$ cat src/hdl/mq_pkg.sv
`default_nettype none

package mq_pkg;

    localparam int addr_w = 32;
    localparam int data_w = 32;
    localparam int strb_w = data_w / 8;

    typedef logic [addr_w-1:0] mq_addr_t;
    typedef logic [data_w-1:0] mq_data_t;
    typedef logic [strb_w-1:0] mq_strb_t;  // one enable per byte lane

    // load path sequencing, one burst in flight
    typedef enum logic [1:0] {
        idle,
        collect,
        wait_data,
        drain
    } load_state_t;

endpackage

`default_nettype wire

$ cat src/hdl/mq_fifo_if.sv
`timescale 1ns/1ps
`default_nettype none

interface mq_fifo_if #(
    parameter int WIDTH      = 32,
    parameter int DEPTH_BITS = 4
);

    logic                  push;
    logic [WIDTH-1:0]      push_data;
    logic                  pop;
    logic [WIDTH-1:0]      pop_data;  // head word, valid while not empty
    logic                  empty;
    logic                  full;
    logic [DEPTH_BITS:0]   level;     // 0 .. 2**DEPTH_BITS

    modport writer (output push, output push_data, input full);
    modport reader (output pop, input pop_data, input empty, input level);
    modport fifo (
        input  push, input  push_data, input  pop,
        output pop_data, output empty, output full, output level
    );

endinterface

`default_nettype wire

$ cat src/hdl/mem_queue.sv
`timescale 1ns/1ps
`default_nettype none

module mem_queue #(
    parameter int DEPTH_BITS = 4
) (
    input  logic             clk,
    input  logic             rst_n,

    output mq_pkg::mq_addr_t mbus_ar_addr,
    output logic             mbus_ar_valid,
    input  logic             mbus_ar_ready,
    input  mq_pkg::mq_data_t mbus_r_data,
    input  logic             mbus_r_valid,
    output logic             mbus_r_ready,

    output mq_pkg::mq_addr_t mbus_aw_addr,
    output logic             mbus_aw_valid,
    input  logic             mbus_aw_ready,
    output mq_pkg::mq_data_t mbus_w_data,
    output mq_pkg::mq_strb_t mbus_w_strb,
    output logic             mbus_w_valid,

    input  logic             mbus_b_resp,   // not used, write errors are not reported
    input  logic             mbus_b_valid,
    output logic             mbus_b_ready,

    input  logic             rvv_req,
    input  mq_pkg::mq_addr_t rvv_addr,
    input  logic             rvv_ready,
    output mq_pkg::mq_data_t rvv_rdata,
    output logic             rvv_rvalid,
    input  logic             rvv_wvalid,
    input  mq_pkg::mq_data_t rvv_wdata,
    input  mq_pkg::mq_strb_t rvv_be,

    output logic             rvv_done_ld,
    output logic             rvv_done_st
);

    mq_fifo_if #(.WIDTH(mq_pkg::addr_w), .DEPTH_BITS(DEPTH_BITS)) ar_if ();
    mq_fifo_if #(.WIDTH(mq_pkg::data_w), .DEPTH_BITS(DEPTH_BITS)) r_if ();
    mq_fifo_if #(.WIDTH(mq_pkg::addr_w), .DEPTH_BITS(DEPTH_BITS)) aw_if ();
    mq_fifo_if #(
        .WIDTH      (mq_pkg::data_w + mq_pkg::strb_w),
        .DEPTH_BITS (DEPTH_BITS)
    ) w_if ();

    mq_fifo #(.DATA_WIDTH(mq_pkg::addr_w), .DEPTH_BITS(DEPTH_BITS)) ar_q (
        .clk (clk), .rst_n (rst_n), .port (ar_if.fifo)
    );
    mq_fifo #(.DATA_WIDTH(mq_pkg::data_w), .DEPTH_BITS(DEPTH_BITS)) r_q (
        .clk (clk), .rst_n (rst_n), .port (r_if.fifo)
    );
    mq_fifo #(.DATA_WIDTH(mq_pkg::addr_w), .DEPTH_BITS(DEPTH_BITS)) aw_q (
        .clk (clk), .rst_n (rst_n), .port (aw_if.fifo)
    );
    mq_fifo #(
        .DATA_WIDTH (mq_pkg::data_w + mq_pkg::strb_w),
        .DEPTH_BITS (DEPTH_BITS)
    ) w_q (
        .clk (clk), .rst_n (rst_n), .port (w_if.fifo)
    );

    mq_load_path #(.DEPTH_BITS(DEPTH_BITS)) u_load (
        .clk           (clk),
        .rst_n         (rst_n),
        .rvv_req       (rvv_req),
        .rvv_addr      (rvv_addr),
        .rvv_ready     (rvv_ready),
        .rvv_rdata     (rvv_rdata),
        .rvv_rvalid    (rvv_rvalid),
        .rvv_done_ld   (rvv_done_ld),
        .mbus_ar_addr  (mbus_ar_addr),
        .mbus_ar_valid (mbus_ar_valid),
        .mbus_ar_ready (mbus_ar_ready),
        .mbus_r_data   (mbus_r_data),
        .mbus_r_valid  (mbus_r_valid),
        .mbus_r_ready  (mbus_r_ready),
        .ar_wr         (ar_if.writer),
        .ar_rd         (ar_if.reader),
        .r_wr          (r_if.writer),
        .r_rd          (r_if.reader)
    );

    mq_store_path #(.DEPTH_BITS(DEPTH_BITS)) u_store (
        .clk           (clk),
        .rst_n         (rst_n),
        .rvv_wvalid    (rvv_wvalid),
        .rvv_addr      (rvv_addr),   // shared with the load side
        .rvv_wdata     (rvv_wdata),
        .rvv_be        (rvv_be),
        .rvv_done_st   (rvv_done_st),
        .mbus_aw_addr  (mbus_aw_addr),
        .mbus_aw_valid (mbus_aw_valid),
        .mbus_aw_ready (mbus_aw_ready),
        .mbus_w_data   (mbus_w_data),
        .mbus_w_strb   (mbus_w_strb),
        .mbus_w_valid  (mbus_w_valid),
        .mbus_b_valid  (mbus_b_valid),
        .mbus_b_ready  (mbus_b_ready),
        .aw_wr         (aw_if.writer),
        .aw_rd         (aw_if.reader),
        .w_wr          (w_if.writer),
        .w_rd          (w_if.reader)
    );

endmodule

`default_nettype wire

$ cat src/hdl/mq_fifo.sv
`timescale 1ns/1ps
`default_nettype none

module mq_fifo #(
    parameter int DATA_WIDTH = 32,
    parameter int DEPTH_BITS = 4
) (
    input  logic    clk,
    input  logic    rst_n,
    mq_fifo_if.fifo port
);

    localparam int depth = 1 << DEPTH_BITS;

    logic [DATA_WIDTH-1:0] mem [depth];
    logic [DEPTH_BITS-1:0] wr_ptr;
    logic [DEPTH_BITS-1:0] rd_ptr;
    logic [DEPTH_BITS:0]   count;
    logic                  do_push;
    logic                  do_pop;

    // requests against a full or empty buffer fall on the floor
    assign do_push = port.push & ~port.full;
    assign do_pop  = port.pop & ~port.empty;

    always_ff @(posedge clk or negedge rst_n) begin
        if (!rst_n) begin
            wr_ptr <= '0;
            rd_ptr <= '0;
            count  <= '0;
        end else begin
            if (do_push)
                wr_ptr <= wr_ptr + 1'b1;  // wraps at depth
            if (do_pop)
                rd_ptr <= rd_ptr + 1'b1;
            if (do_push && !do_pop)
                count <= count + 1'b1;
            else if (do_pop && !do_push)
                count <= count - 1'b1;
        end
    end

    always_ff @(posedge clk) begin
        if (do_push)
            mem[wr_ptr] <= port.push_data;
    end

    assign port.pop_data = mem[rd_ptr];  // fall-through read
    assign port.empty    = (count == '0);
    assign port.full     = (count == depth[DEPTH_BITS:0]);
    assign port.level    = count;

endmodule

`default_nettype wire

$ cat src/hdl/mq_load_path.sv
`timescale 1ns/1ps
`default_nettype none

module mq_load_path #(
    parameter int DEPTH_BITS = 4
) (
    input  logic             clk,
    input  logic             rst_n,

    input  logic             rvv_req,
    input  mq_pkg::mq_addr_t rvv_addr,
    input  logic             rvv_ready,
    output mq_pkg::mq_data_t rvv_rdata,
    output logic             rvv_rvalid,
    output logic             rvv_done_ld,

    output mq_pkg::mq_addr_t mbus_ar_addr,
    output logic             mbus_ar_valid,
    input  logic             mbus_ar_ready,
    input  mq_pkg::mq_data_t mbus_r_data,
    input  logic             mbus_r_valid,
    output logic             mbus_r_ready,

    mq_fifo_if.writer        ar_wr,
    mq_fifo_if.reader        ar_rd,
    mq_fifo_if.writer        r_wr,
    mq_fifo_if.reader        r_rd
);

    localparam logic [DEPTH_BITS:0] len_one = {{DEPTH_BITS{1'b0}}, 1'b1};

    mq_pkg::load_state_t state;
    logic [DEPTH_BITS:0] burst_len;  // counts up while collecting, down while draining
    logic                outstanding;
    logic                ar_fire;
    logic                r_fire;
    logic                drain_go;

    // address side; requests outside idle/collect belong to no burst
    assign ar_wr.push      = rvv_req & (state == mq_pkg::idle || state == mq_pkg::collect);
    assign ar_wr.push_data = rvv_addr;

    // one read on the bus at a time
    assign mbus_ar_valid = ~ar_rd.empty & ~outstanding;
    assign mbus_ar_addr  = ar_rd.pop_data;
    assign mbus_r_ready  = outstanding;
    assign ar_fire       = mbus_ar_valid & mbus_ar_ready;
    assign r_fire        = mbus_r_valid & mbus_r_ready;
    assign ar_rd.pop     = ar_fire;

    assign r_wr.push      = r_fire;
    assign r_wr.push_data = mbus_r_data;

    always_ff @(posedge clk or negedge rst_n) begin
        if (!rst_n)
            outstanding <= 1'b0;
        else if (ar_fire)
            outstanding <= 1'b1;
        else if (r_fire)
            outstanding <= 1'b0;
    end

    // whole burst back and vector side willing
    assign drain_go = (state == mq_pkg::wait_data) & (r_rd.level == burst_len) & rvv_ready;

    always_ff @(posedge clk or negedge rst_n) begin
        if (!rst_n) begin
            state     <= mq_pkg::idle;
            burst_len <= '0;
        end else begin
            case (state)
                mq_pkg::idle: begin
                    if (rvv_req) begin
                        state     <= mq_pkg::collect;
                        burst_len <= len_one;
                    end
                end
                mq_pkg::collect: begin
                    if (rvv_req)
                        burst_len <= burst_len + 1'b1;
                    else
                        state <= mq_pkg::wait_data;  // burst closed
                end
                mq_pkg::wait_data: begin
                    if (drain_go)
                        state <= mq_pkg::drain;
                end
                mq_pkg::drain: begin
                    burst_len <= burst_len - 1'b1;
                    if (burst_len == len_one)
                        state <= mq_pkg::idle;
                end
                default: state <= mq_pkg::idle;
            endcase
        end
    end

    // one word per cycle, rvv_ready no longer consulted
    assign rvv_rvalid  = (state == mq_pkg::drain);
    assign r_rd.pop    = rvv_rvalid;
    assign rvv_rdata   = r_rd.pop_data;
    assign rvv_done_ld = rvv_rvalid & (burst_len == len_one);

endmodule

`default_nettype wire

$ cat src/hdl/mq_store_path.sv
`timescale 1ns/1ps
`default_nettype none

module mq_store_path #(
    parameter int DEPTH_BITS = 4
) (
    input  logic             clk,
    input  logic             rst_n,

    input  logic             rvv_wvalid,
    input  mq_pkg::mq_addr_t rvv_addr,
    input  mq_pkg::mq_data_t rvv_wdata,
    input  mq_pkg::mq_strb_t rvv_be,
    output logic             rvv_done_st,

    output mq_pkg::mq_addr_t mbus_aw_addr,
    output logic             mbus_aw_valid,
    input  logic             mbus_aw_ready,
    output mq_pkg::mq_data_t mbus_w_data,
    output mq_pkg::mq_strb_t mbus_w_strb,
    output logic             mbus_w_valid,
    input  logic             mbus_b_valid,
    output logic             mbus_b_ready,

    mq_fifo_if.writer        aw_wr,
    mq_fifo_if.reader        aw_rd,
    mq_fifo_if.writer        w_wr,
    mq_fifo_if.reader        w_rd
);

    logic [DEPTH_BITS:0] issued_cnt;
    logic [DEPTH_BITS:0] acked_cnt;
    logic                wr_valid;
    logic                issue;
    logic                ack;

    // both queues are pushed together so they never disagree on depth
    assign aw_wr.push      = rvv_wvalid;
    assign aw_wr.push_data = rvv_addr;
    assign w_wr.push       = rvv_wvalid;
    assign w_wr.push_data  = {rvv_be, rvv_wdata};  // strobe rides above the data

    assign wr_valid      = ~aw_rd.empty & ~w_rd.empty;
    assign mbus_aw_valid = wr_valid;
    assign mbus_w_valid  = wr_valid;
    assign mbus_aw_addr  = aw_rd.pop_data;
    assign {mbus_w_strb, mbus_w_data} = w_rd.pop_data;

    // aw_ready alone completes the write beat
    assign issue     = wr_valid & mbus_aw_ready;
    assign aw_rd.pop = issue;
    assign w_rd.pop  = issue;

    assign mbus_b_ready = (issued_cnt != '0);
    assign ack          = mbus_b_valid & mbus_b_ready;

    assign rvv_done_st = (issued_cnt == acked_cnt) & (issued_cnt != '0)
                         & aw_rd.empty & w_rd.empty;

    always_ff @(posedge clk or negedge rst_n) begin
        if (!rst_n) begin
            issued_cnt <= '0;
            acked_cnt  <= '0;
        end else if (rvv_done_st) begin
            issued_cnt <= '0;  // batch complete, start over
            acked_cnt  <= '0;
        end else begin
            if (issue)
                issued_cnt <= issued_cnt + 1'b1;
            if (ack)
                acked_cnt <= acked_cnt + 1'b1;
        end
    end

endmodule

`default_nettype wire

$ cat config.mk
export PLATFORM = sky130hd
export DESIGN_NAME = mem_queue
export DESIGN_NICKNAME = d
export VERILOG_FILES = /design/src/hdl/mq_pkg.sv /design/src/hdl/mq_fifo_if.sv /design/src/hdl/mem_queue.sv /design/src/hdl/mq_fifo.sv /design/src/hdl/mq_load_path.sv /design/src/hdl/mq_store_path.sv
export SDC_FILE = /design/constraint.sdc
export NUM_CORES = 2
export LEC_CHECK = 0
export ABC_AREA = 1
export BUFFER_PORTS_ARGS = -buffer_cell sky130_fd_sc_hd__buf_4
export CAP_MARGIN = 10
export CORE_ASPECT_RATIO = 1.5
export CORE_MARGIN = 3
export CORE_UTILIZATION = 45
export CTS_BUF_LIST = sky130_fd_sc_hd__clkbuf_16
export CTS_CLUSTER_SIZE = 10
export DETAILED_ROUTE_END_ITERATION = 6
export PLACE_DENSITY_LB_ADDON = 0.05
export RECOVER_POWER = 50
export SLEW_MARGIN = 20
export SYNTH_ARGS = -nofsm -noshare
export SYNTH_HDL_FRONTEND = slang
export SYNTH_SLANG_ARGS = --single-unit
$ cat constraint.sdc
create_clock -name clk -period 5.9 [get_ports clk]
set_clock_uncertainty 0.2 [all_clocks]
set_input_delay 1.77 -clock clk [delete_from_list [all_inputs] [get_ports clk]]
set_output_delay 1.77 -clock clk [all_outputs]
set_load 0.01 [all_outputs]
======== After elaboration in Yosys (flattened, before gate mapping) ========
Memory sizes are Yosys's and may differ from the RTL's.
Index checks and enable logic that the tools add are counted.
cells by class
  reduce and logical (&&, ||, !) cells .... 33
  equality and inequality tests ........... 15
  add/sub/neg operators ................... 20
  muxes and demuxes ....................... 30
  bitwise logic cells ..................... 30
operator list
  cell                 number
  $mux 5               14
  $add 5x1->5 const B  7
  $add 4x1->4 const B  8
  $sub 5x1->5 const B  5
  $and 1x1->1          21
  $eq 5x5->1 const B   4
  $logic_not 5->1      4
  $pmux 5 s3           1
  $reduce_bool 2->1    7
  $eq 5x5->1           2
  $mux 1               10
  $not 1->1            9
  $logic_and 1x1->1    8
  $logic_not 1->1      8
  $mux 2               4
  $pmux 2 s4           1
  $ne 2x2->1 const B   3
  $eq 5x1->1 const B   1
  $reduce_bool 5->1    1
  $eq 2x2->1 const B   2
  $ne 2x1->1 const B   2
  $reduce_and 4->1     1
  $reduce_and 3->1     1
  $reduce_bool 3->1    1
  other kinds (3)      3
word-level totals
  output and inout port bits .............. 140
  memories ................................ 4
  bits in writable memories ............... 2112
  flip-flop bits (word level) ............. 70
memories
  name      words  bits a word  rd ports  clocked after Yosys merged registers in  wr ports  line           text
  w_q.mem   16     36           1         0                                        1         mq_fifo.sv:15  logic [DATA_WIDTH-1:0] mem [depth];
  ar_q.mem  16     32           1         0                                        1         mq_fifo.sv:15
  aw_q.mem  16     32           1         0                                        1         mq_fifo.sv:15
  r_q.mem   16     32           1         0                                        1         mq_fifo.sv:15

======== Depth between registers and ports, before layout ========
  depth in word-level cells ............... 8
  gate-level depth with buffers ........... 17
  depth with buffers taken out ............ 17

======== Hierarchy ========
Synthesis repeated with hierarchy kept, for this count alone.
unflattened totals
  cell total of the unflattened synthesis .. 9188
  area total of the unflattened synthesis .. 95079.9 µm²
by module, submodules not included
  module               sequential area each (µm²)  area each (µm²)  times used  cells each
  mq_fifo at ar_q ...  15700.1                     22271.4          3           2113
  mq_fifo at w_q       17621.9                     24785.0          1           2358
  mq_store_path        250.2                       1762.9           1           251
  mq_load_path         200.2                       1717.9           1           240

======== Worst setup path before layout ========
OpenSTA, ideal clock, no wires.
  path type ............................... input -> register
  start point ............................. in rvv_wvalid
  end point ............................... mem w_q.mem[11][0] (netlist bit), enable pin
  data required time ...................... 5.226 ns
  path slack .............................. 0.607 ns
  arrival ................................. 4.619 ns
  stages .................................. 4
  library setup time ...................... 0.474 ns
  cells stage by stage .................... nand2_1 > inv_1 > nand2_1 > nor3_1
on the way
  longest elaborated chain between the ends .. 3
RTL lines
  element                       line             text
  start, declared               mem_queue.sv:33  input logic rvv_wvalid,
  $and 1x1->1                   mq_fifo.sv:23    assign do_push = port.push & ~port.full;
  named net w_q.do_push         mq_fifo.sv:19    logic do_push;
  $mux 1                        mq_fifo.sv:44    if (do_push)
  $mux 1 (implied by the code)  mq_fifo.sv:45    mem[wr_ptr] <= port.push_data;
  end, declared                 mq_fifo.sv:15
The timed path passes the listed nets, and every way through them passes these cells.

======== Worst setup path in the final report ========
  start point ............................. reg ar_q.rd_ptr[0]
  end point ............................... out mbus_ar_addr[9]
on the way
  longest elaborated chain between the ends .. 1
RTL lines
  element                 line             text
  start, declared         mq_fifo.sv:17    logic [DEPTH_BITS-1:0] rd_ptr;
  start signal, assigned  mq_fifo.sv:35    rd_ptr <= rd_ptr + 1'b1;
  $mem_v2 16x32           n/a
  end, declared           mem_queue.sv:10  output mq_pkg::mq_addr_t mbus_ar_addr,
Every way passes these cells.

==> results.toml <==
[power_and_ir_drop]
ir_drop_mv = 0.441
p_per_area_nw_per_um2 = 494
leakage_nw = 33.9

[yosys]
synth_ff_type = "edfxtp_1"
synthCells = 7070
synth.avg_cell_area_um2 = 12.5
ys_seq_area_frac = 0.739
ys_ff_latch = 2182
synth_edf_count = 2112
yosysWarnings = 0
synth_area_um2 = 88200
yosys.cell_types.count = 34
async_reset_ff_frac = 0.0321
synth_nets = 7231

[run_status]
violations = "max-capacitance violations, max-slew violations"
status = "finished, violations left"

[setup_path]
reg2reg_setup_slack_ns = 1.82
cp.arrival_ns = 3.58
r2r-start = "u_load.state[1]"
r2r_cells = 18
cp-end-kind = "output pin"
required_ns = 3.93
worst-path-max-fanout = 65
cp-start-kind = "flip-flop"
worstSetupPathType = "flip-flop to output pin"
regToRegEndpoint = "ar_q.port.level[4]"

[route]
dr.pass1.iters = 5
vias_per_cell = 5.51
ant_nets = 0
vias = 54788
drc_errors = 0
routed_wl_um = 232000
drtIter0Drc = 4791
wl_per_cell_um = 23.4

[timing]
fmax_ghz = 0.180
finalSetupTns_ns = 0
tightest_slew_ns = 2.47
maxSlewHeadroom = -0.650
holdWs_ns = 0.310
setup_viol = 0
finalWorstSetupSlack_ns = 0.347
finalHoldViolCount = 0
slew_viol_final = 826
rsz0062_at_grt = "false"
min_period_ns = 5.55
fin_crit_sh = 0.941

[clocking]
root_buffer = "clkbuf_16"
cts.repair.resized = 0
cts-htree-levels = 4
hold_buffers = 0
clk_latency_ns = 0.86
clk_path_buf_depth = 4
cts.sinks = 2182
cts_tree = "yes"
clkTransAtPathRegs_ns = 0.06
post_cts.repair.setup_buffers = 0
cts_buffers = 245

[floorplanning]
core-area_um2 = 194000
fp.dieArea_um2 = 202000
io_pins = 250
die_w_um = 368
rows = 198
die_h_um = 548
initial_utilization = 0.454

[global_route]
grt_use_met3 = 0.0301
gr-usage-met1 = 0.308
grt_max_degree = 217
antenna_found_initial = 17
met2_usage = 0.379
grt_pass1_wl_um = 345000
grt.overflow.total = 0
grtUsageTotal = 0.226
grt.busiest_layer = "met2"
grt_pass1_vias = 53383

[cells_and_area]
design_area_um2 = 99200
finalNetCount = 7427
final_util = 0.510
layout-drive-gt1-share = 0.0874
area_delta_synth_final_pct = 12.5
nFillCells = 16641

[placement]
port_buffers = 248
dp_slack_ns = 1.09
placed_cell_area_um2 = 93200
routabilityCongestion = 0.742
hpwl_um = 118000

[worst_hold_path]
holdCritStartpoint = "w_q.port.level[0]"
min_path_cells = 1
hp-class = "flip-flop to flip-flop"
hold_end = "w_q.port.level[0]"

[job]
maxCapViolCount = 28
[layout make-up]
cell class	instances	area [µm²]	share of cell area
Sequential cell	2182	65200	0.657
Multi-Input combinational cell	4161	20400	0.205
Clock buffer	245	6130	0.0618
Tap cell	2600	3250	0.0328
Timing Repair Buffer	391	2830	0.0285
Inverter	285	1100	0.0111
Clock inverter	56	325	0.00328
Antenna cell	15	37.5	0.000378
[logic make-up (layout without fill, tap and decap cells)]
group           after synthesis  count (layout)  share of synthesized area
compound gates             1681            1681                      0.108
xor+xnor                     44              44                    0.00437
fa+ha+maj                    51              51                    0.00757
buf+inv                     727             977                     0.0355
flops                      2182            2182                      0.739
other cells                   0              15                          0
simple gates               2385            2385                      0.106
[where the power goes]
group          switching [W]  internal [W]
Clock                0.00568       0.00729
Combinational         0.0117       0.00534
Sequential          0.000597        0.0184
[routing by layer]
layer	vias up	part of all wire
met5	-	0.00012
met4	4	0.030
met3	420	0.056
met2	1509	0.49
met1	27225	0.43
li1	25630	-
[registers in the layout, summed over array words and instances (netlist names)]
signal               flops
ar_q.mem               512
ar_q.port.level          5
ar_q.rd_ptr              4
ar_q.wr_ptr              4
aw_q.mem               512
aw_q.port.level          5
aw_q.rd_ptr              4
aw_q.wr_ptr              4
r_q.mem                512
r_q.port.level           5
r_q.rd_ptr               4
r_q.wr_ptr               4
u_load.burst_len         5
u_load.mbus_r_ready      1
u_load.state             2
u_store.acked_cnt        5
u_store.issued_cnt       5
w_q.mem                576
w_q.port.level           5
w_q.rd_ptr               4
w_q.wr_ptr               4
[cells in the final DEF (no fill, tap or decap), types with 3 or more instances in the layout]
master,netlist,layout
dfrtp_4,0,7
clkbuf_1,230,109
diode_2,0,15
inv_6,0,7
inv_2,11,6
o21ai_1,186,185
xnor2_1,7,7
buf_12,0,24
clkinv_16,0,3
nand3_1,245,246
nor2_4,0,51
xor2_1,37,37
dfrtp_2,0,8
o21ai_0,900,901
o211ai_1,456,456
nor3_2,0,9
nor2_1,1373,1322
dfrtp_1,70,55
ha_1,47,47
fa_1,4,4
nor2_2,10,10
clkbuf_16,0,245
a21oi_1,135,135
clkinv_2,0,5
inv_1,271,315
nand4_1,5,5
edfxtp_1,2112,2112
nand2_1,736,735
buf_4,39,258
[how the worst max path moves through the flow]
stage / start / to / slack, ns / depth (start not counted)
3_3_place_gp: mbus_r_valid / r_q.port.level[3] / 1.11 / 13
6_report: ar_q.rd_ptr[0] / mbus_ar_addr[9] / 0.35 / 7
2_1_floorplan: rvv_wvalid / w_q.mem[11][0] / 0.61 / 4
5_1_grt: ar_q.rd_ptr[0] / mbus_ar_addr[22] / 0.14 / 7
3_5_place_dp: mbus_r_valid / r_q.port.level[3] / 1.09 / 13
4_1_cts: ar_q.rd_ptr[0] / mbus_ar_addr[9] / 0.25 / 7
[synthesized netlist by cell type, types with 4 or more instances]
cell         n  area [µm²]
clkbuf_2     5        25.0
nand4_1      5        31.3
buf_6        6        67.6
buf_1       17        63.8
inv_2       11        41.3
nor3_1      11        55.1
clkbuf_1   230         863
edfxtp_1  2112       63400
o211ai_1   456        3420
inv_1      271        1020
o21ai_0    900        4500
buf_4       39         293
dfrtp_1     70        1750
xnor2_1      7        61.3
nor2_2      10        62.6
xor2_1      37         324
o21ai_1    186         931
nor2_1    1373        5150
nand3_1    245        1230
fa_1         4        80.1
a21oi_1    135         676
buf_2      143         716
nand2_1    736        2760
ha_1        47         588
[critical path, stage by stage (launching register included)]
cell and delay (ns):
dfrtp_4 0.70, inv_4 0.69, buf_4 0.46, o21ai_0 0.13, o211ai_1 0.19, nand3_1 0.10
nand2_1 0.22, buf_4 0.17
[through the flow]
step	cells	power (W)
finish	9935	0.0490
global route	9925	0.0520
CTS	9920	0.0496
detailed placement	9619	0.0366
global placement	9619	0.0364
floorplan	7070	0.0300
(Power assumes the default switching activity.)
